### src/include/centipede_io_params.svh
/* widths, address block codes, axis count and synchronizer depth
   for the centipede player input and operator output block */

`ifndef CENTIPEDE_IO_PARAMS_SVH
`define CENTIPEDE_IO_PARAMS_SVH

// cpu bus
`define CIO_ADDR_W          16
`define CIO_DATA_W          8

// address block codes, compared against ab[13:10]
`define CIO_BLOCK_SW        4'd2
`define CIO_BLOCK_IN        4'd3
`define CIO_BLOCK_OUT0      4'd7
`define CIO_BLOCK_STEERCLR  4'd9

// mini-trak ball
`define CIO_TRAK_W          4
`define CIO_NUM_AXES        2
`define CIO_SYNC_STAGES     2

`endif

### src/centipede_io_pkg.sv
/* packed struct types for the cpu bus, decoded strobes,
   trackball steps, axis state and coin/led latch */
`default_nettype none
`include "centipede_io_params.svh"

package centipede_io_pkg;

   // cpu side of the bus as seen by the io block
   typedef struct packed {
      logic [`CIO_ADDR_W-1:0] ab;
      logic [`CIO_DATA_W-1:0] dout;
      logic                   rw_n;
      logic                   phi2;
   } cpu_bus_t;

   // read selects are levels, write strobes are one-cycle pulses
   typedef struct packed {
      logic in0_sel;
      logic in1_sel;
      logic sw_sel;
      logic out0_wr;
      logic steer_clr;
   } io_strobe_t;

   // one per trackball axis
   typedef struct packed {
      logic dir;
      logic step;
   } trak_step_t;

   typedef struct packed {
      logic                   dir;
      logic [`CIO_TRAK_W-1:0] pos;
   } axis_state_t;

   // field order matches the latch bit order 7..0
   typedef struct packed {
      logic       flip;
      logic [3:0] led;
      logic       coin_r;
      logic       coin_c;
      logic       coin_l;
   } coin_ctrl_t;

endpackage

`default_nettype wire

### src/centipede_io.sv
/* centipede player input and operator output block,
   bus decode, coin/led latch, trackball axes and read mux */
`timescale 1ns/1ps
`default_nettype none
`include "centipede_io_params.svh"

module centipede_io
   import centipede_io_pkg::*;
(
   input  wire                    s_6mhz,
   input  wire                    reset,
   input  wire cpu_bus_t          bus_i,
   input  wire                    vblank_i,
   input  wire [9:0]              playerinput_i,
   input  wire [7:0]              trakball_i,
   input  wire [7:0]              joystick_i,
   input  wire [7:0]              sw1_i,
   input  wire [7:0]              sw2_i,
   output wire [`CIO_DATA_W-1:0]  db_in_o,
   output wire [3:0]              led_o
);

   io_strobe_t  strobe;
   wire [2:0]   wr_addr;
   wire         wr_bit;
   coin_ctrl_t  coin_ctrl;
   trak_step_t  axis_step [`CIO_NUM_AXES];
   axis_state_t axis_state [`CIO_NUM_AXES];

   io_bus_decode u_decode (
      .s_6mhz    (s_6mhz),
      .reset     (reset),
      .bus_i     (bus_i),
      .strobe_o  (strobe),
      .wr_addr_o (wr_addr),
      .wr_bit_o  (wr_bit)
   );

   coin_led_latch u_latch (
      .s_6mhz    (s_6mhz),
      .reset     (reset),
      .wr_i      (strobe.out0_wr),
      .wr_addr_i (wr_addr),
      .wr_bit_i  (wr_bit),
      .ctrl_o    (coin_ctrl)
   );

   // flip picks which player's trackball feeds the counters
   trak_select u_trak_sel (
      .s_6mhz     (s_6mhz),
      .reset      (reset),
      .trakball_i (trakball_i),
      .flip_i     (coin_ctrl.flip),
      .axis_o     (axis_step)
   );

   for (genvar a = 0; a < `CIO_NUM_AXES; a++)
   begin : g_axis
      trak_axis_counter u_axis (
         .s_6mhz  (s_6mhz),
         .reset   (reset),
         .step_i  (axis_step[a]),
         .clear_i (strobe.steer_clr),
         .state_o (axis_state[a])
      );
   end

   // read path is purely combinational from the address
   io_read_mux u_rd_mux (
      .strobe_i      (strobe),
      .ab0_i         (bus_i.ab[0]),
      .vblank_i      (vblank_i),
      .playerinput_i (playerinput_i),
      .joystick_i    (joystick_i),
      .sw1_i         (sw1_i),
      .sw2_i         (sw2_i),
      .coin_i        (coin_ctrl),
      .axis_i        (axis_state),
      .db_in_o       (db_in_o)
   );

   assign led_o = coin_ctrl.led;

endmodule

`default_nettype wire

### src/coin_led_latch.sv
/* 8-bit addressable output latch for flip, player leds
   and coin counter drives */
`timescale 1ns/1ps
`default_nettype none
`include "centipede_io_params.svh"

module coin_led_latch
   import centipede_io_pkg::*;
(
   input  wire        s_6mhz,
   input  wire        reset,
   input  wire        wr_i,
   input  wire  [2:0] wr_addr_i,
   input  wire        wr_bit_i,
   output coin_ctrl_t ctrl_o
);

   logic [7:0] latch_q;

   // one bit per write, addressed by ab[2:0], data from db7
   always_ff @(posedge s_6mhz or posedge reset)
      if (reset)
      begin
         latch_q <= 8'h00;
      end
      else if (wr_i)
      begin
         latch_q[wr_addr_i] <= wr_bit_i;
      end

   // bit 7 swaps the trackball players
   assign ctrl_o.flip   = latch_q[7];
   // leds on bits 6..3
   assign ctrl_o.led    = latch_q[6:3];
   // coin counters, each drive also forces its coin input high
   assign ctrl_o.coin_r = latch_q[2];
   assign ctrl_o.coin_c = latch_q[1];
   assign ctrl_o.coin_l = latch_q[0];

endmodule

`default_nettype wire

### src/io_bus_decode.sv
/* io block address decode, read selects and delayed write strobes */
`timescale 1ns/1ps
`default_nettype none
`include "centipede_io_params.svh"

module io_bus_decode
   import centipede_io_pkg::*;
(
   input  wire             s_6mhz,
   input  wire             reset,
   input  wire cpu_bus_t   bus_i,
   output io_strobe_t      strobe_o,
   output logic [2:0]      wr_addr_o,
   output logic            wr_bit_o
);

   logic [3:0] block;
   logic       wr_now;
   logic       wr_q;
   logic       out0_q;
   logic       steer_q;

   // 1k blocks of the cpu map
   assign block  = bus_i.ab[13:10];
   // cpu write is phi2 high with rw_n low
   assign wr_now = bus_i.phi2 & ~bus_i.rw_n;

   // reads decode straight from the address, ab[1] splits in0/in1
   assign strobe_o.in0_sel = (block == `CIO_BLOCK_IN) & ~bus_i.ab[1];
   assign strobe_o.in1_sel = (block == `CIO_BLOCK_IN) & bus_i.ab[1];
   assign strobe_o.sw_sel  = (block == `CIO_BLOCK_SW);

   // write2 stage, strobe fires once on the first cycle of a write
   always_ff @(posedge s_6mhz or posedge reset)
      if (reset)
      begin
         wr_q    <= 1'b0;
         out0_q  <= 1'b0;
         steer_q <= 1'b0;
      end
      else
      begin
         wr_q    <= wr_now;
         out0_q  <= wr_now & ~wr_q & (block == `CIO_BLOCK_OUT0);
         steer_q <= wr_now & ~wr_q & (block == `CIO_BLOCK_STEERCLR);
      end

   // latch address and data bit 7 travel alongside the strobe
   always_ff @(posedge s_6mhz)
      if (wr_now & ~wr_q)
      begin
         wr_addr_o <= bus_i.ab[2:0];
         wr_bit_o  <= bus_i.dout[`CIO_DATA_W-1];
      end

   assign strobe_o.out0_wr   = out0_q;
   assign strobe_o.steer_clr = steer_q;

   // an unknown write qualifier would smear X into the write strobes
   a_wr_qual_known: assert property (@(posedge s_6mhz) disable iff (reset)
      !$isunknown({bus_i.phi2, bus_i.rw_n}));

endmodule

`default_nettype wire

### src/io_read_mux.sv
/* read words for in0, in1/joystick and option switches,
   and the read data select onto the cpu bus */
`timescale 1ns/1ps
`default_nettype none
`include "centipede_io_params.svh"

module io_read_mux
   import centipede_io_pkg::*;
(
   input  wire io_strobe_t  strobe_i,
   input  wire              ab0_i,
   input  wire              vblank_i,
   input  wire [9:0]        playerinput_i,
   input  wire [7:0]        joystick_i,
   input  wire [7:0]        sw1_i,
   input  wire [7:0]        sw2_i,
   input  wire coin_ctrl_t  coin_i,
   input  wire axis_state_t axis_i [`CIO_NUM_AXES],
   output logic [`CIO_DATA_W-1:0] db_in_o
);

   logic                  coin_r;
   logic                  coin_c;
   logic                  coin_l;
   logic [`CIO_DATA_W-1:0] in0_word;
   logic [`CIO_DATA_W-1:0] in1_word;
   logic [`CIO_DATA_W-1:0] sw_word;

   // coin counter drive pulls the coin input high
   assign coin_r = playerinput_i[9] | coin_i.coin_r;
   assign coin_c = playerinput_i[8] | coin_i.coin_c;
   assign coin_l = playerinput_i[7] | coin_i.coin_l;

   always_comb
   begin
      // ab0 picks the coin/button word over the horizontal axis
      if (ab0_i)
         in0_word = {coin_r, coin_c, coin_l, playerinput_i[4],
                     playerinput_i[1], playerinput_i[0],
                     playerinput_i[3], playerinput_i[2]};
      else
         in0_word = {axis_i[0].dir, vblank_i, playerinput_i[6],
                     playerinput_i[5], axis_i[0].pos};

      // joystick or vertical axis
      if (ab0_i)
         in1_word = joystick_i;
      else
         in1_word = {axis_i[1].dir, 3'b000, axis_i[1].pos};

      // option switch banks
      sw_word = ab0_i ? sw2_i : sw1_i;
   end

   // selects are exclusive, anything else reads as zero
   always_comb
   begin
      if (strobe_i.in0_sel)
         db_in_o = in0_word;
      else if (strobe_i.in1_sel)
         db_in_o = in1_word;
      else if (strobe_i.sw_sel)
         db_in_o = sw_word;
      else
         db_in_o = '0;
   end

endmodule

`default_nettype wire

### src/trak_axis_counter.sv
/* one trackball axis, direction latch and up/down position counter */
`timescale 1ns/1ps
`default_nettype none
`include "centipede_io_params.svh"

module trak_axis_counter
   import centipede_io_pkg::*;
(
   input  wire         s_6mhz,
   input  wire         reset,
   input  wire trak_step_t step_i,
   input  wire         clear_i,
   output axis_state_t state_o
);

   always_ff @(posedge s_6mhz or posedge reset)
      if (reset)
      begin
         state_o <= '0;
      end
      else
      begin
         // dir latches on every step, a clear leaves it alone
         if (step_i.step)
            state_o.dir <= step_i.dir;

         // steer clear wins over a step in the same cycle
         if (clear_i)
            state_o.pos <= '0;
         else if (step_i.step)
         begin
            // count follows the new dir, wraps mod 16
            if (step_i.dir)
               state_o.pos <= state_o.pos + `CIO_TRAK_W'(1);
            else
               state_o.pos <= state_o.pos - `CIO_TRAK_W'(1);
         end
      end

   // one trackball edge must arrive as a single-cycle step, else it counts twice
   a_step_pulse: assert property (@(posedge s_6mhz) disable iff (reset)
      step_i.step |=> !step_i.step);

endmodule

`default_nettype wire

### src/trak_select.sv
/* trackball line select by flip, synchronizer into s_6mhz
   and step pulse generation for each axis */
`timescale 1ns/1ps
`default_nettype none
`include "centipede_io_params.svh"

module trak_select
   import centipede_io_pkg::*;
(
   input  wire        s_6mhz,
   input  wire        reset,
   input  wire  [7:0] trakball_i,
   input  wire        flip_i,
   output trak_step_t axis_o [`CIO_NUM_AXES]
);

   // axis 0 is horizontal on bits 7..4, axis 1 vertical on bits 3..0
   // odd bits belong to player 1, even bits to player 2
   for (genvar a = 0; a < `CIO_NUM_AXES; a++)
   begin : g_axis
      localparam int BASE = 4 * (`CIO_NUM_AXES - 1 - a);

      logic [1:0]                        raw;
      logic [`CIO_SYNC_STAGES-1:0][1:0] sync_q;
      logic                              ck_d;

      // {dir, ck} of the player picked by flip
      assign raw = flip_i ? {trakball_i[BASE+3], trakball_i[BASE+1]}
                          : {trakball_i[BASE+2], trakball_i[BASE]};

      always_ff @(posedge s_6mhz or posedge reset)
         if (reset)
         begin
            sync_q    <= '0;
            ck_d      <= 1'b0;
            axis_o[a] <= '0;
         end
         else
         begin
            sync_q[0] <= raw;
            for (int s = 1; s < `CIO_SYNC_STAGES; s++)
               sync_q[s] <= sync_q[s-1];
            // previous synced clock level for edge detect
            ck_d <= sync_q[`CIO_SYNC_STAGES-1][0];
            axis_o[a].dir  <= sync_q[`CIO_SYNC_STAGES-1][1];
            // rising edge of the trackball clock
            axis_o[a].step <= sync_q[`CIO_SYNC_STAGES-1][0] & ~ck_d;
         end
   end

endmodule

`default_nettype wire

### config.mk
export PLATFORM = sky130hd
export DESIGN_NAME = centipede_io
export DESIGN_NICKNAME = d
export VERILOG_FILES = /design/src/centipede_io_pkg.sv /design/src/centipede_io.sv /design/src/coin_led_latch.sv /design/src/io_bus_decode.sv /design/src/io_read_mux.sv /design/src/trak_axis_counter.sv /design/src/trak_select.sv
export VERILOG_INCLUDE_DIRS = /design/src /design/src/include
export SDC_FILE = /design/constraint.sdc
export NUM_CORES = 1
export LEC_CHECK = 0
export ABC_AREA = 1
export BUFFER_PORTS_ARGS = -buffer_cell sky130_fd_sc_hd__buf_2
export CAP_MARGIN = 20
export CORE_ASPECT_RATIO = 0.5
export CORE_UTILIZATION = 31
export DETAILED_ROUTE_END_ITERATION = 12
export GPL_ROUTABILITY_DRIVEN = 0
export PLACE_DENSITY_LB_ADDON = 0.1
export SLEW_MARGIN = 20
export SYNTH_ARGS = -nofsm -noshare
export SYNTH_HDL_FRONTEND = slang
export SYNTH_SLANG_ARGS = --single-unit
### constraint.sdc
create_clock -name s_6mhz -period 1.75 [get_ports s_6mhz]
set_input_delay 0.175 -clock s_6mhz [delete_from_list [all_inputs] [get_ports s_6mhz]]
set_output_delay 0.175 -clock s_6mhz [all_outputs]
set_load 0.005 [all_outputs]
# == Word level (Yosys, flattened, before mapping) ==
# Cells that the tools add are included.
# classes
muxes,17
n_bitwise,16
eq_ne,4
n_addsub,4
order_cmp,2
n_reduce_logical,3
# ops
op,n
8-bit two-way mux,6
4-bit two-way mux,6
"4-bit by 1-bit adder with 4-bit output, second input constant",2
1-bit bitwise AND,8
8-bit bitwise mux,1
"4-bit by 2-bit == test with 1-bit output, second input constant",2
"4-bit by 1-bit subtractor with 4-bit output, second input constant",2
1-bit inverter,5
"4-bit by 3-bit == test with 1-bit output, second input constant",1
"4-bit == test, second input constant",1
"3-bit by 4-bit less-than comparator with 1-bit output, second input constant",1
2-bit two-way mux,2
2-bit nonzero test,2
1-bit demux with 3-bit select,1
"3-bit by 1-bit greater-or-equal comparator with 1-bit output, second input constant",1
1-bit OR,3
1-bit logical AND,1
1-bit two-way mux,1
# word_totals
out_inout_bits,12
inputBits,71
elab_cells,66
reg_bits,39

# == Depth between registers and ports, before layout ==
# logic_depth
ltp_word,5
mapped_depth,7
depth_no_buf,7

# == By module ==
# Synthesis repeated with hierarchy kept, for this count alone.
# unflattened
hier_cells,329
hier_area_um2,2321.0
# modules_own_cells
mod,cells_each,n_inst,area_per_inst_um2,seq_area_each_um2
trak_axis_counter,41,2,310.3,125.1
io_read_mux,129,1,584.3,0.0
trak_select,32,1,417.9,350.3
coin_led_latch,52,1,392.9,200.2
io_bus_decode,34,1,305.3,195.2

# == Worst setup path before layout ==
# No wires, ideal clock.
# synth_timing
kind,reg-to-reg
start,reg u_trak_sel.axis_o[3] (netlist bit)
end,reg g_axis[0].u_axis.state_o[3] (netlist bit)
arrival_time_ns,1.169
setup_time_ns,0.117
setup_slack_ns,0.464
path_buffers,0
t_required_ns,1.633
stages_incl_launch_ff,7
period_less_slack_ns,1.286
cell_sequence,dfrtp_1 -> inv_1 -> ha_1 -> a21oi_1 -> nand3_1 -> nand3_1 -> nand2_1
# synth_via
elab_chain_cells,3
# synth_lines
element,line,text
start: declaration,trak_select.sv:14,output trak_step_t axis_o [`CIO_NUM_AXES]
4-bit two-way mux,trak_axis_counter.sv:33,if (step_i.dir)
4-bit two-way mux,trak_axis_counter.sv:30,else if (step_i.step)
4-bit two-way mux,trak_axis_counter.sv:28,if (clear_i)
end: declaration,trak_axis_counter.sv:13,output axis_state_t state_o
# Every way passes these cells. The select of a mux whose other input is x is not followed.
# A chain may end at the register's enable or synchronous reset.

# == Worst setup path after layout ==
# Same ends and word-level chain as after synthesis.

==> reports/qor.yml <==
status: "finished clean"
final.setup.tns_ps: 0
synth_nets: 335
wl_per_cell_microns: 11.0
fin_skew_ps: 7.02
synth_seq_cells: 39
timing.critical_path.buf_inv: 1
grt_start_max_net_pins: 47
highest_count_cells_in_the_layout_ignoring_fill_and_taps: "nand2_1 (71), buf_2 (66), inv_1 (42), dfrtp_1 (35)"
via_per_inst: 4.38
cts.sinks: 39
post_cts.resized_instances: 0
cts.repair_timing.setup_buffer_count: 0
worstSkewPairLatency_ps: 280
maxCapViolCount: 0
setup_viol: 0
worst_setup_path_end_kind: "flip-flop"
final_count_of_hold_timing_violations: 0
design.core.area_sq_um: 6280
cts_hold_repair.buffers: 1
ys_seq_area_share_pct: 47.8
synthesis.area_per_instance_sq_um: 8.08
timing.critical_path.slowest_stage_cell: "dfrtp_1"
initial_utilization_pct: 33.2
synth_cell_types: 26
clockBufferDepth: 2
crit_path_frequent_cell: "nand3_1"
post-route-cell-area_sq_um: 2670
cts_htree_levels: 2
drt_first_pass_iters: 4
netlist_instances: 258
final_period_minus_worst_setup_slack_ps: 1410
tritoncts: "built"
dpl.hpwl_mm: 3.60
cts_made_buffers: 5
synth.yosys.warnings: 0
cp_cell_sequence: "inv_1 > ha_1 > a21oi_1 > nand3_1 > nand3_1 > nand2_1"
leakage_nw: 1.41
rsz0062_at_grt: "no"
drive_above_1_share_pct: 26.7
clockRootBuffer: "clkbuf_16"
drtIter0Drc: 46
grtUsageTotal_pct: 14.4
slew-limit-headroom_pct: 70.6
ioPinCount: 83
worstSetupStartpointType: "flip-flop"
tightestPinTransition_ps: 441
grt_first_pass_wirelength_mm: 7.70
grt_overflow_total: 0
detail-route-antenna-nets: 0
hp-class: "input pin to flip-flop"
holdWs_ps: 51.9
nNetsFinal: 402
maxSlewViolCount: 0
maximum_clock_frequency_mhz: 709
timing_worst_setup_path_type: "flip-flop to flip-flop"
antenna_violations_before_repair: 0
crit_path_max_fanout: 4
floorplan.die.width_microns: 118
final_common_cell: "nand2_1"
area_growth_pct: 27.9
timing.critical_path.arrival_ps: 1580
rows: 20
finalCritPeriodShare_pct: 80.5
chipHeight_microns: 60
netlist_area_sq_um: 2090
power_density_nw_per_um2: 1020
worst_ep_required_time_ps: 1920
grt_pass1_vias: 1688
clk_transition_reported_paths_ps: 60
quantity_of_i_o_buffers_inserted_on_ports: 66
n_antenna_cell: 0
via_count: 1815
gate_family_responsible_for_the_most_delay_along_the_worst_path: "flip-flops"
route.detailed.drc: 0
postPlaceCellArea_sq_um: 2490
vdd_ir_drop_max_uv: 395
finalWirelength_mm: 4.57
die_ar_sq_um: 7080
cp_slowest_stage_delay_ps: 430
## cell type report
cell class / instances / area, sq um
clock inverters: 2 / 37.5
flip-flops and latches: 39 / 996
repair buffers: 69 / 368
inverters: 45 / 171
clock buffers: 6 / 129
multi-input cells: 165 / 856
fillers: 658 / 3610
well taps: 88 / 110
## final timing paths
check                                                               from                                      end  slack [ps]  cells after the start
min in group asynchronous                                          reset            u_latch.ctrl_o[4]$_DFFE_PP0P_         520                      4
worst min register to register  u_trak_sel.g_axis[0].sync_q[3]$_DFF_PP0_           u_trak_sel.axis_o[3]$_DFF_PP0_         350                      0
worst max-delay path                      u_trak_sel.axis_o[3]$_DFF_PP0_  g_axis[0].u_axis.state_o[3]$_DFFE_PP0P_         340                      6
max in group asynchronous                                          reset  g_axis[0].u_axis.state_o[3]$_DFFE_PP0P_         900                      4
worst max register to register            u_trak_sel.axis_o[3]$_DFF_PP0_  g_axis[0].u_axis.state_o[3]$_DFFE_PP0P_         340                      6
worst min-delay path                                            bus_i[1]                  u_decode.wr_q$_DFF_PP0_          50                      2
## synthesized netlist by cell type
master	count	area, sq um
nand4_1	4	25.0
inv_2	2	7.51
o22ai_1	4	25.0
edfxtp_1	4	120
nor2_1	10	37.5
nor2_4	1	11.3
nor2_2	2	12.5
a21oi_1	5	25.0
o21ai_1	16	80.1
nor3_1	1	5.00
dfrtp_1	35	876
buf_4	7	52.6
ha_1	4	50.1
o21ai_0	17	85.1
nand3_1	17	85.1
nor4_1	1	6.26
nand2_1	71	267
inv_1	42	158
fa_1	2	40.0
nor3_4	1	16.3
xor2_1	2	17.5
buf_2	2	10.0
a31oi_1	2	12.5
inv_4	1	6.26
mux2_2	4	45.0
nand3_2	1	10.0
## per-layer routing
| layer | vias up | share of wire (%) | wire, microns | GRT usage (%) |
|---|---|---|---|---|
| li1 | 952 | - | - | - |
| met1 | 826 | 53 | 2420 | 18.7 |
| met2 | 37 | 43 | 1990 | 22.9 |
| met3 | 0 | 3.7 | 168 | 4.96 |
| met4 | 0 | 0 | 0 | 4.40 |
| met5 | - | 0 | 0 | 0 |
## stage by stage
stage / utilization, % / power (W) / std cells / setup slack [ps]
after detailed placement: 39.7 / 0.00173 / 405 / 329
after global routing: 42.5 / 0.00292 / 414 / 200
final: 42.5 / 0.00271 / 414 / 341
after global placement: 39.7 / 0.00170 / 405 / 365
after CTS: 42.5 / 0.00277 / 414 / 324
after floorplan: - / 0.00154 / 258 / 464
## power by group
group	switching, W	total [W]	internal, W
Combinational	0.000335	0.000591	0.000256
Sequential	0.0000761	0.00111	0.00103
Clock	0.000341	0.00101	0.000672
## state kept, by name (all words and copies together), names as in the netlist
register and cells:
g_axis.u_axis.state_o 10, u_latch.ctrl_o 8, u_trak_sel.g_axis.sync_q 8, u_trak_sel.axis_o 4, u_decode.wr_addr_o 3, u_trak_sel.g_axis.ck_d 2
u_decode.out0_q 1, u_decode.steer_q 1, u_decode.wr_bit_o 1, u_decode.wr_q 1
## logic make-up (layout without fill, tap and decap cells)
group,Yosys count,after routing,synth area share (%)
buffers and inverters,54,122,11.2
muxes,4,4,2.16
DFF,39,39,47.8
and+or+nand+nor,109,109,22.8
xor gates and xnor gates,2,2,0.840
AOI/OAI and AO/OA,44,44,10.9
adders and majority gates,6,6,4.32
No activity file was read; power rests on OpenSTA's default activity.
